**config.mk**
```make
export PLATFORM = sky130hd
export DESIGN_NAME = cpu_execute
export DESIGN_NICKNAME = d
export VERILOG_FILES = /design/src/design/cpu_pkg.sv /design/src/design/cpu_execute.sv
export VERILOG_INCLUDE_DIRS = /design/src /design/src/include
export SDC_FILE = /design/constraint.sdc
export NUM_CORES = 1
export LEC_CHECK = 0
export BUFFER_PORTS_ARGS = -buffer_cell sky130_fd_sc_hd__buf_2
export CORE_MARGIN = 2
export CORE_UTILIZATION = 57
export CTS_BUF_LIST = sky130_fd_sc_hd__clkbuf_8
export DETAILED_ROUTE_END_ITERATION = 10
export PLACE_DENSITY_LB_ADDON = 0.05
export SKIP_CTS_REPAIR_TIMING = 1
export SYNTH_ARGS = -nofsm -noshare
export SYNTH_HDL_FRONTEND = slang
export SYNTH_SLANG_ARGS = --single-unit
```
**constraint.sdc**
```tcl
create_clock -name clk -period 6.8 [get_ports clk]
set_input_delay 0.68 -clock clk [delete_from_list [all_inputs] [get_ports clk]]
set_output_delay 0.68 -clock clk [all_outputs]
set_load 0.05 [all_outputs]
```
**src/include/cpu_settings.svh**
```systemverilog
// widths and memory depths for the cpu core
// word, address and register select widths
// instruction and data memory depths in words

`ifndef CPU_SETTINGS_SVH
`define CPU_SETTINGS_SVH

// register and memory word
`define CPU_DATA_W 32

// program counter and byte addresses
`define CPU_PC_W 16

// register select
`define CPU_REG_SEL_W 4

// register file size
`define CPU_NUM_REGS 16

// memory depths in words
`define CPU_IM_WORDS 256
`define CPU_DM_WORDS 256

`endif

```
**src/design/cpu_pkg.sv**
```systemverilog
// shared types for the cpu core
// opcode and alu enums, control bundle
// stage register structs, redirect and writeback structs

`default_nettype none

`include "cpu_settings.svh"

package cpu_pkg;

    typedef logic [`CPU_DATA_W-1:0]    word_t;
    typedef logic [`CPU_PC_W-1:0]      pc_t;
    typedef logic [`CPU_REG_SEL_W-1:0] reg_sel_t;

    typedef enum logic [7:0] {
        OP_NOP  = 8'h00,
        OP_ADD  = 8'h10,
        OP_SUB  = 8'h11,
        OP_AND  = 8'h12,
        OP_OR   = 8'h13,
        OP_ADDI = 8'h18,
        OP_LD   = 8'h20,
        OP_ST   = 8'h21,
        OP_BEQ  = 8'h30,
        OP_BNE  = 8'h31,
        OP_JMP  = 8'h38
    } opcode_t;

    typedef enum logic [2:0] {
        ALU_ADD,
        ALU_SUB,
        ALU_AND,
        ALU_OR,
        ALU_PASS_B
    } alu_fn_t;

    typedef enum logic [1:0] {
        BR_NONE,
        BR_EQ,
        BR_NE,
        BR_JMP
    } br_kind_t;

    typedef struct packed {
        alu_fn_t  alu_fn;
        logic     use_imm;    // b operand from immediate
        logic     reg_wrt;
        logic     mem_wrt;
        logic     mem_rd;
        br_kind_t branch;
        logic     sets_flags;
    } ctrl_t;

    typedef struct packed {
        logic  valid;
        word_t instr;
        pc_t   pc;
    } if_id_t;

    typedef struct packed {
        logic     valid;
        ctrl_t    ctrl;
        word_t    op_a;
        word_t    op_b;
        word_t    st_data;
        word_t    imm;
        reg_sel_t dest;
    } id_ex_t;

    typedef struct packed {
        logic     valid;
        logic     reg_wrt;
        logic     mem_wrt;
        logic     mem_rd;
        word_t    result;     // alu value or memory address
        word_t    st_data;
        reg_sel_t dest;
    } ex_mem_t;

    typedef struct packed {
        logic taken;
        pc_t  target;
    } redirect_t;

    typedef struct packed {
        logic     en;
        reg_sel_t sel;
        word_t    data;
    } reg_wr_t;

endpackage

`default_nettype wire

```
**src/design/cpu_execute.sv**
```systemverilog
// execute stage
// alu on operand a and operand b or immediate
// zero flag register, branch resolution
// execute-to-result register

`default_nettype none
`timescale 1ns/1ps

`include "cpu_settings.svh"

module cpu_execute import cpu_pkg::*; (
    input  logic      clk,
    input  logic      rst_n,
    input  logic      run,
    input  id_ex_t    id_ex,
    output redirect_t redirect,
    output ex_mem_t   ex_mem
);

    word_t   alu_b;
    word_t   alu_y;
    logic    zf_q;
    logic    cond;
    ex_mem_t nxt;
    ex_mem_t pay_q;
    logic    valid_q;

    assign alu_b = id_ex.ctrl.use_imm ? id_ex.imm : id_ex.op_b;

    always_comb begin
        case (id_ex.ctrl.alu_fn)
            ALU_ADD: alu_y = id_ex.op_a + alu_b;
            ALU_SUB: alu_y = id_ex.op_a - alu_b;
            ALU_AND: alu_y = id_ex.op_a & alu_b;
            ALU_OR:  alu_y = id_ex.op_a | alu_b;
            default: alu_y = alu_b;            // pass b
        endcase
    end

    // flag from the last flag-setting instruction
    always_ff @(posedge clk or negedge rst_n) begin
        if (!rst_n) begin
            zf_q <= 1'b0;
        end else if (run && id_ex.valid && id_ex.ctrl.sets_flags) begin
            zf_q <= (alu_y == '0);
        end
    end

    //////////////////////////////////////////////////
    // branch resolution
    //////////////////////////////////////////////////
    always_comb begin
        case (id_ex.ctrl.branch)
            BR_EQ:   cond = zf_q;
            BR_NE:   cond = !zf_q;
            BR_JMP:  cond = 1'b1;
            default: cond = 1'b0;
        endcase
        redirect.taken  = id_ex.valid && cond;
        redirect.target = alu_y[`CPU_PC_W-1:0];   // immediate via pass b
    end

    always_comb begin
        nxt.valid   = id_ex.valid;
        nxt.reg_wrt = id_ex.ctrl.reg_wrt;
        nxt.mem_wrt = id_ex.ctrl.mem_wrt;
        nxt.mem_rd  = id_ex.ctrl.mem_rd;
        nxt.result  = alu_y;
        nxt.st_data = id_ex.st_data;
        nxt.dest    = id_ex.dest;
    end

    always_ff @(posedge clk or negedge rst_n) begin
        if (!rst_n)
            valid_q <= 1'b0;
        else if (run)
            valid_q <= nxt.valid;
    end

    always_ff @(posedge clk) begin
        if (run)
            pay_q <= nxt;
    end

    always_comb begin
        ex_mem       = pay_q;
        ex_mem.valid = valid_q;
    end

    a_target_aligned: assert property (
        @(posedge clk) disable iff (!rst_n)
        redirect.taken |-> redirect.target[1:0] == 2'b00
    ) else $error("branch target not word aligned");

endmodule

`default_nettype wire

```
==> flow_metrics.tcl <==
set metrics [dict create \
    period_share_pct 84.97 \
    io_pins 235 \
    utilization_pct 68.00 \
    synth_top_family_by_area "compound AO/OA/AOI/OAI gates" \
    ys_seq_elements 73 \
    cp-start-kind "input pin" \
    worst-path-buf-inv 2 \
    hold_path_class "in -> async" \
    grtUsageTotal_pct 33.55 \
    timing.hold.ws_ns 0.1244 \
    drc 0 \
    vias 7201 \
    die_y_um 114.4 \
    rsz0062_at_grt "no" \
    rrSetupSlack_ns 6.05 \
    yosysWarnings 0 \
    clock_path_buffers 2 \
    synthToLayoutAreaGrowth_pct 17.01 \
    critPathKind "in -> out" \
    die_w_um 114.4 \
    use_met1_pct 48.06 \
    dr.pass1.iters 5 \
    synthXorXnorAreaFrac_pct 5.526 \
    antenna_found_initial 0 \
    netlist_instances 786 \
    met3_usage_pct 4.235 \
    setup_ws_ns 1.022 \
    place_congestion 0.9742 \
    synth_edf_count 71 \
    fmax_ghz 0.1731 \
    dp_slack_ns 0.8980 \
    cp_slowest_stage_delay_ns 0.47 \
    rows 40 \
    cp.arrival_ns 5.10 \
    cts_made_buffers 9 \
    powerDensity_nw_per_um2 210.6 \
    drv_cap 0 \
    drt_wl_total_mm 22.72 \
    maxSlewViolCount 0 \
    initial_core_util_pct 58.12 \
    synth_mux_area_share_pct 6.263 \
    grt_use_met2_pct 52.35 \
    hpwlAfterDp_mm 17.51 \
    fin_nets 1155 \
    synth_area_per_cell_sq_um 8.844 \
    die_area_sq_um 13100 \
    clkTransAtPathRegs_ns 0.07 \
    antenna_left 0 \
    cts_tree "done" \
    cp_common_cell "a21oi_1" \
    leakagePower_nw 3.449 \
    clk_latency_ns 0.34 \
    grt_pass1_vias 6549 \
    core_region_area_sq_um 11960 \
    timing.critical_path.cells "buf_2 -> mux2i_1 -> ha_1 -> o21ai_0 -> or2_2 -> nor4_2 -> a21oi_1 -> xor2_1 -> ha_1 -> a21oi_1 -> o21ai_0 -> a31oi_1 -> a21oi_1 -> nor3_1 -> buf_2" \
    first_iter_violations 708 \
    h-tree-depth 3 \
    avgRoutedWirePerCell_um 20.17 \
    setup_viol 0 \
    cp_top_family "compound AO/OA/AOI/OAI gates" \
    worstMarginPinSlew_ns 0.9331 \
    postSynth.asyncResetShare_pct 2.740 \
    finalHoldViolations 0 \
    synth_compound_area_share_pct 25.54 \
    syn-cell-area_sq_um 6952 \
    grt_pass1_wl_mm 34.38 \
    cp-end-kind "output port" \
    cp.required_ns 6.12 \
    finClkSkew_ns 0 \
    seq_area_frac_synth_pct 31.39 \
    grt_remaining_overflow 0 \
    syn_nets 967 \
    synth-simple-area-share_pct 18.47 \
    synth_cell_types 84 \
    grt-busiest-layer "met2" \
    slew_headroom_pct 37.67 \
    yosys.area_share.adder_pct 6.407 \
    antenna_cells 0 \
    power_w 0.001713 \
    io_buffers 234 \
    outcome "finished clean" \
    cp_slowest_cell "a31oi_1" \
    vdd_drop_max_uv 101.8 \
    cts.sinks 73 \
    layout-drive-gt1-share_pct 29.83 \
    cts-root-buf "clkbuf_8" \
    critPathMaxFanout 19 \
    finalSetupTns_ns 0 \
    min_period_ns 5.778 \
    vias_per_cell 6.395 \
    synth_flop_cell "edfxtp_1" \
    grt_max_degree 74 \
]
-- cells in the mapped netlist (all sizes together), types with 11 or more instances --
master,count,area share (%)
a21o,14,1.6
a21oi,75,5.6
a31oi,13,1.2
buf,34,3.8
clkbuf,29,1.6
edfxtp,71,31
ha,34,6.1
inv,19,1.0
mux2i,32,5.3
nand2,65,3.5
nand3,14,1.1
nand4,14,1.3
nor2,57,3.1
nor2b,14,1.3
nor3,28,2.0
o21a,20,2.2
o21ai,61,4.4
o31ai,11,1.2
xnor2,23,3.0
xor2,20,2.5
-- metrics by stage --
step                instances  cell area, sq um
global placement         1110              7981
detailed placement       1110              7981
CTS                      1126              8134
global route             1126              8134
floorplan                 786              6952
finish                   1126              8134
-- metal layers --
layer,part of all wire (%),up-vias
li1,-,3344
met1,43,3338
met2,44,474
met3,10,43
met4,2.4,2
met5,0.022,-
-- final timing paths --
check,start,to,cells after the start
max in group asynchronous,rst_n,zf_q,1
min in group clk,id_ex[54],ex_mem[22],1
worst min register to register,valid_q,valid_q,1
worst min-delay path,rst_n,valid_q,1
worst max-delay path,id_ex[138],redirect[13],15
worst max register to register,valid_q,valid_q,1
-- state kept, by name, indices dropped and copies added, names as in the netlist --
signal	cells
zf_q	1
valid_q	1
ex_mem	71
-- power by group --
group	total, W	internal (W)	leakage [nW]	switching, W
registers	0.000563	0.000550	0.721	0.0000127
clock network	0.000267	0.000125	0.0841	0.000142
logic	0.000884	0.000265	2.64	0.000619
-- area by class of cell --
| class | count | area, sq um |
|---|---|---|
| Timing Repair Buffer | 240 | 1216 |
| Tap cell | 147 | 183.9 |
| Sequential cell | 73 | 2182 |
| Inverter | 20 | 75.07 |
| Fill cell | 961 | 3827 |
| Multi-Input combinational cell | 630 | 4324 |
| Clock inverter | 7 | 28.78 |
| Clock buffer | 9 | 123.9 |
-- cells in the final DEF (no fill, tap or decap), drive strengths merged, types with 9 or more instances in the layout --
cell type	netlist	routed
a21o	14	14
a21oi	75	75
a31oi	13	13
buf	34	240
clkbuf	29	9
edfxtp	71	71
ha	34	34
inv	19	20
mux2i	32	32
nand2	65	65
nand2b	10	10
nand3	14	14
nand4	14	14
nor2	57	57
nor2b	14	14
nor3	28	28
nor4	10	10
o211ai	10	10
o21a	20	20
o21ai	61	61
o31ai	11	11
xnor2	23	23
xor2	20	20
-- cells by family (layout without fill, tap and decap cells) --
logic type / Yosys count / count (layout)
simple gates: 248 / 248
flops: 73 / 73
fa+ha+maj: 35 / 35
xor+xnor: 43 / 43
buf+inv: 83 / 276
mux: 38 / 38
compound gates: 266 / 266
No activity file was read; power rests on OpenSTA's default activity.
