$ cat src/include/cpu_settings.svh
// widths and memory depths for the cpu core
// word, address and register select widths
// instruction and data memory depths in words

`ifndef CPU_SETTINGS_SVH
`define CPU_SETTINGS_SVH

// register and memory word
`define CPU_DATA_W 32

// program counter and byte addresses
`define CPU_PC_W 16

// register select
`define CPU_REG_SEL_W 4

// register file size
`define CPU_NUM_REGS 16

// memory depths in words
`define CPU_IM_WORDS 256
`define CPU_DM_WORDS 256

`endif

$ cat src/design/cpu_pkg.sv
// shared types for the cpu core
// opcode and alu enums, control bundle
// stage register structs, redirect and writeback structs

`default_nettype none

`include "cpu_settings.svh"

package cpu_pkg;

    typedef logic [`CPU_DATA_W-1:0]    word_t;
    typedef logic [`CPU_PC_W-1:0]      pc_t;
    typedef logic [`CPU_REG_SEL_W-1:0] reg_sel_t;

    typedef enum logic [7:0] {
        OP_NOP  = 8'h00,
        OP_ADD  = 8'h10,
        OP_SUB  = 8'h11,
        OP_AND  = 8'h12,
        OP_OR   = 8'h13,
        OP_ADDI = 8'h18,
        OP_LD   = 8'h20,
        OP_ST   = 8'h21,
        OP_BEQ  = 8'h30,
        OP_BNE  = 8'h31,
        OP_JMP  = 8'h38
    } opcode_t;

    typedef enum logic [2:0] {
        ALU_ADD,
        ALU_SUB,
        ALU_AND,
        ALU_OR,
        ALU_PASS_B
    } alu_fn_t;

    typedef enum logic [1:0] {
        BR_NONE,
        BR_EQ,
        BR_NE,
        BR_JMP
    } br_kind_t;

    typedef struct packed {
        alu_fn_t  alu_fn;
        logic     use_imm;    // b operand from immediate
        logic     reg_wrt;
        logic     mem_wrt;
        logic     mem_rd;
        br_kind_t branch;
        logic     sets_flags;
    } ctrl_t;

    typedef struct packed {
        logic  valid;
        word_t instr;
        pc_t   pc;
    } if_id_t;

    typedef struct packed {
        logic     valid;
        ctrl_t    ctrl;
        word_t    op_a;
        word_t    op_b;
        word_t    st_data;
        word_t    imm;
        reg_sel_t dest;
    } id_ex_t;

    typedef struct packed {
        logic     valid;
        logic     reg_wrt;
        logic     mem_wrt;
        logic     mem_rd;
        word_t    result;     // alu value or memory address
        word_t    st_data;
        reg_sel_t dest;
    } ex_mem_t;

    typedef struct packed {
        logic taken;
        pc_t  target;
    } redirect_t;

    typedef struct packed {
        logic     en;
        reg_sel_t sel;
        word_t    data;
    } reg_wr_t;

endpackage

`default_nettype wire

$ cat src/design/cpu_decode.sv
// decode stage
// opcode to control mapping, register file with write-first read
// read-after-write stall against execute and result
// decode-to-execute register

`default_nettype none
`timescale 1ns/1ps

`include "cpu_settings.svh"

module cpu_decode import cpu_pkg::*; (
    input  logic      clk,
    input  logic      rst_n,
    input  logic      run,
    input  if_id_t    if_id,
    input  ex_mem_t   ex_mem,
    input  redirect_t redirect,
    input  reg_wr_t   reg_wr,
    output logic      stall,
    output id_ex_t    id_ex
);

    word_t    regs [`CPU_NUM_REGS];
    opcode_t  op;
    reg_sel_t rd, rs, rt;
    ctrl_t    ctrl;
    logic     reads_rs, reads_rt, reads_rd;
    id_ex_t   nxt;
    id_ex_t   pay_q;
    logic     valid_q;

    assign op = opcode_t'(if_id.instr[31:24]);
    assign rd = if_id.instr[23:20];
    assign rs = if_id.instr[19:16];
    assign rt = if_id.instr[15:12];

    function automatic word_t rf_read(reg_sel_t sel);
        word_t val;
        if (sel == '0)
            val = '0;
        else if (reg_wr.en && reg_wr.sel == sel)
            val = reg_wr.data;   // same-cycle write seen
        else
            val = regs[sel];
        return val;
    endfunction

    // older instruction still to write sel
    function automatic logic pending(reg_sel_t sel);
        return (id_ex.valid && id_ex.ctrl.reg_wrt && id_ex.dest == sel) ||
               (ex_mem.valid && ex_mem.reg_wrt && ex_mem.dest == sel);
    endfunction

    //////////////////////////////////////////////////
    // control decode
    //////////////////////////////////////////////////
    always_comb begin
        ctrl        = '0;
        ctrl.alu_fn = ALU_PASS_B;
        ctrl.branch = BR_NONE;
        reads_rs    = 1'b0;
        reads_rt    = 1'b0;
        reads_rd    = 1'b0;
        case (op)
            OP_ADD, OP_SUB, OP_AND, OP_OR: begin
                ctrl.alu_fn     = (op == OP_ADD) ? ALU_ADD :
                                  (op == OP_SUB) ? ALU_SUB :
                                  (op == OP_AND) ? ALU_AND : ALU_OR;
                ctrl.reg_wrt    = 1'b1;
                ctrl.sets_flags = 1'b1;
                reads_rs        = 1'b1;
                reads_rt        = 1'b1;
            end
            OP_ADDI: begin
                ctrl.alu_fn     = ALU_ADD;
                ctrl.use_imm    = 1'b1;
                ctrl.reg_wrt    = 1'b1;
                ctrl.sets_flags = 1'b1;
                reads_rs        = 1'b1;
            end
            OP_LD, OP_ST: begin
                ctrl.alu_fn  = ALU_ADD;       // address is rs + imm
                ctrl.use_imm = 1'b1;
                ctrl.reg_wrt = (op == OP_LD);
                ctrl.mem_rd  = (op == OP_LD);
                ctrl.mem_wrt = (op == OP_ST);
                reads_rs     = 1'b1;
                reads_rd     = (op == OP_ST); // store data
            end
            OP_BEQ:  ctrl.branch = BR_EQ;
            OP_BNE:  ctrl.branch = BR_NE;
            OP_JMP:  ctrl.branch = BR_JMP;
            default: ;                        // nop
        endcase
        if (ctrl.branch != BR_NONE)
            ctrl.use_imm = 1'b1;              // target passes through alu
    end

    always_comb begin
        stall = if_id.valid && ((reads_rs && pending(rs)) ||
                                (reads_rt && pending(rt)) ||
                                (reads_rd && pending(rd)));
    end

    always_comb begin
        nxt.valid   = if_id.valid && !stall && !redirect.taken;
        nxt.ctrl    = ctrl;
        nxt.op_a    = rf_read(rs);
        nxt.op_b    = rf_read(rt);
        nxt.st_data = rf_read(rd);
        nxt.imm     = {16'b0, if_id.instr[15:0]};
        nxt.dest    = rd;
    end

    //////////////////////////////////////////////////
    // register file and stage register
    //////////////////////////////////////////////////
    always_ff @(posedge clk or negedge rst_n) begin
        if (!rst_n) begin
            for (int i = 0; i < `CPU_NUM_REGS; i++)
                regs[i] <= '0;
        end else if (reg_wr.en && reg_wr.sel != '0) begin
            regs[reg_wr.sel] <= reg_wr.data;
        end
    end

    always_ff @(posedge clk or negedge rst_n) begin
        if (!rst_n)
            valid_q <= 1'b0;
        else if (run)
            valid_q <= nxt.valid;   // bubble on stall or flush
    end

    always_ff @(posedge clk) begin
        if (run)
            pay_q <= nxt;
    end

    always_comb begin
        id_ex       = pay_q;
        id_ex.valid = valid_q;
    end

    a_no_r0_write: assert property (
        @(posedge clk) disable iff (!rst_n) reg_wr.en |-> reg_wr.sel != '0
    ) else $error("register write targets r0");

endmodule

`default_nettype wire

$ cat config.mk
export PLATFORM = sky130hd
export DESIGN_NAME = cpu_decode
export DESIGN_NICKNAME = d
export VERILOG_FILES = /design/src/design/cpu_pkg.sv /design/src/design/cpu_decode.sv
export VERILOG_INCLUDE_DIRS = /design/src /design/src/include
export SDC_FILE = /design/constraint.sdc
export NUM_CORES = 1
export LEC_CHECK = 0
export BUFFER_PORTS_ARGS = -buffer_cell sky130_fd_sc_hd__buf_2
export CORE_MARGIN = 1.5
export CORE_UTILIZATION = 65
export CTS_CLUSTER_DIAMETER = 150
export CTS_CLUSTER_SIZE = 30
export DETAILED_ROUTE_END_ITERATION = 8
export PLACE_DENSITY = 0.86
export SYNTH_ARGS = -nofsm -noshare
export SYNTH_HDL_FRONTEND = slang
export SYNTH_SLANG_ARGS = --single-unit
$ cat constraint.sdc
create_clock -name clk -period 3.2 [get_ports clk]
set_clock_uncertainty 0.05 [all_clocks]
set_input_delay 0.16 -clock clk [delete_from_list [all_inputs] [get_ports clk]]
set_output_delay 0.16 -clock clk [all_outputs]
set_load 0.005 [all_outputs]
==> run summary <==
antenna violations before repair -> 2
Synth area leader -> dfrtp_1
Pleak -> 15.5 nW
Port Buffers -> 207
most common cell in the synthesized netlist -> dfrtp_1
Worst path max stage delay -> 540 ps
power per cell area -> 550 nW/um2
largest net degree at the start of global routing -> 89
RSZ-0062 raised after global routing -> no
Cells after DPL -> 3076
Root Buffer -> clkbuf_16
most used cell, CP -> buf_12
number of remaining DRC errors -> 0
slew at the pin with the worst max-slew slack -> 1260 ps
post-synthesis instance area -> 36100 um2
Fillers -> 3328
Detail Route Antenna Nets -> 0
Peak VDD IR -> 479 uV
critical-path cell list -> dlygate4sd3_1, clkbuf_8, buf_12, nor3_1, or3_1, a21oi_4, buf_12, nand2_1, o21ai_1
synth cell count leaders -> 513 x dfrtp_1, 432 x mux2_2, 384 x mux4_2
synth warn -> 0
Final min period -> 2520 ps
Setup Buffers After CTS -> 0
gr ovfl total -> 0
Data required, critical path -> 3530 ps
crit start category -> primary input
r2r startpoint -> id_ex[1]
Num CTS Buffers -> 25
Starting Density -> 0.657
kind of critical path -> primary input to flip-flop
Post-Route Utilization -> 0.717
Slowest cell on crit path -> dlygate4sd3_1
Max-slew headroom -> 0.157
vias after detailed routing -> 23700
EDFF count, synth -> 126
Mapped Avg Cell Area -> 15.6 um2
multi-input logic area -> 18300 um2
min-delay src -> reg_wr[24]
Final Cycle Share -> 0.788
CP Max Fanout -> 26
Post-CTS Resized -> 0
Total Power -> 21.7 mW
Max Fclk -> 396 MHz
setup TNS -> 0 ps
first-pass iteration count of the detailed router -> 7
Yosys cell types -> 41
Placeable Area -> 55000 um2
maximum capacitance violations -> 0
Seq cells post-synth -> 639
Top FF cell, synth -> dfrtp_1
IO Count -> 322
Reg area -> 16600 um2
status -> finished clean
Worst R2R Path Depth -> 7
Fin. Hold Viols -> 0
layout cell share with drive strength beyond 1 -> 0.516
Die W -> 239 um
HP Class -> primary input to flip-flop
number of cells on the worst hold path -> 2
routed len/inst -> 31.2 um
Iter 0 DRT Violations -> 2754
Synth Instances -> 2317
CP Buf/Inv Count -> 4
clock tree buffer depth -> 3
reg-to-reg setup timing slack -> 1060 ps
Arrival @ worst endpoint -> 2860 ps
Worst Hold Path EP -> regs[376]
vias in the first global route -> 24800
DP HPWL -> 59.5 mm
P&R area growth vs syn -> 9.10%
H-tree Lvls -> 1
R2R Path End -> valid_q
Post-CTS Hold Buffers -> 63
Worst-Skew Late Latency -> 610 ps
clk slew on worst S/H paths -> 110 ps
final RePlAce weighted congestion -> 0.870
std cell rows -> 86
total count of max-transition violations in the final report -> 0
clk sinks -> 639
crit end category -> flip-flop
Post-Route WL -> 99.2 mm
top-area cell type share of the netlist area -> 0.355
die area -> 57000 um2
Global Route Usage Sum -> 0.355
post-DR vias/cell -> 7.46
final non-filler cell total -> 3181
TritonCTS clock tree -> done
most area-consuming cells after synthesis -> dfrtp_1 36%, mux4_2 24%, mux2_2 13%
sequential area share after synthesis -> 0.460
global-route wire length before repair -> 151 mm
ys async rst share -> 0.803
die height -> 239 um
final net count -> 2596
crit-path leading delay family -> buffers and inverters
setup violators final -> 0
-- placed cells by master (no fill, tap or decap), drive strengths merged, types with 6 or more instances in the layout --
master | Yosys | final
buf | 154 | 284
conb | 1 | 16
xor2 | 6 | 6
dfrtp | 513 | 513
clkbuf | 137 | 43
xnor2 | 28 | 28
or3 | 8 | 8
mux4 | 384 | 384
nand4 | 7 | 7
nor2 | 27 | 27
dlygate4sd3 | 0 | 63
a22o | 97 | 97
o21ai | 97 | 97
a221oi | 96 | 96
edfxtp | 126 | 126
nor2b | 7 | 7
nand2 | 105 | 105
mux2 | 480 | 480
nor3 | 10 | 10
-- metrics by stage --
step	setup WS (ps)	instance area, um2	hold WS [ps]
after floorplan	1300	36200	-186
after global placement	755	38100	190
after detailed placement	640	38100	201
after CTS	695	39400	4.05
after global routing	538	39400	48.1
final	678	39400	15.0
-- state kept, by name (all words and copies together) (netlist names) --
register / flops
id_ex: 126
regs: 512
valid_q: 1
-- power breakdown --
group	total (mW)	switching [mW]	internal, mW	leakage, nW
Sequential	11.5	1.46	10.0	7.61
Clock	4.05	2.54	1.51	0.337
Combinational	6.17	2.44	3.73	7.54
Total	21.7	6.44	15.2	15.5
-- cell families after synthesis --
| group | share of synthesized area |
|---|---|
| flops | 0.460 |
| buf+inv | 0.0414 |
| other cells | 0.000104 |
| simple gates | 0.0229 |
| compound gates | 0.0782 |
| xor+xnor | 0.00824 |
| mux | 0.389 |
-- metal layers --
layer	vias to the layer above	track usage	part of all wire
met5	-	0	0.00013
met3	418	0.0679	0.10
met1	12300	0.464	0.35
met4	2	0.195	0.062
met2	1607	0.568	0.49
li1	9394	-	-
-- worst max path at each step --
stage	from	to	slack, ps	depth (start not counted)
6_report	if_id[36]	id_ex[36]	680	9
4_1_cts	if_id[36]	id_ex[36]	690	9
3_3_place_gp	if_id[36]	id_ex[42]	750	8
5_1_grt	if_id[36]	id_ex[36]	540	9
2_1_floorplan	if_id[37]	id_ex[56]	1300	7
3_5_place_dp	if_id[36]	id_ex[36]	640	8
-- area by class of cell --
type	count	share of cell area
multi-input combinational	1401	0.464
tap	748	0.0237
antenna	1	0.0000635
clock inverter	1	0.000762
clock buffer	40	0.0173
sequential	639	0.422
inverter	1	0.0000952
timing repair buffer	350	0.0724
Note: power is estimated with default switching activity, not from simulation.
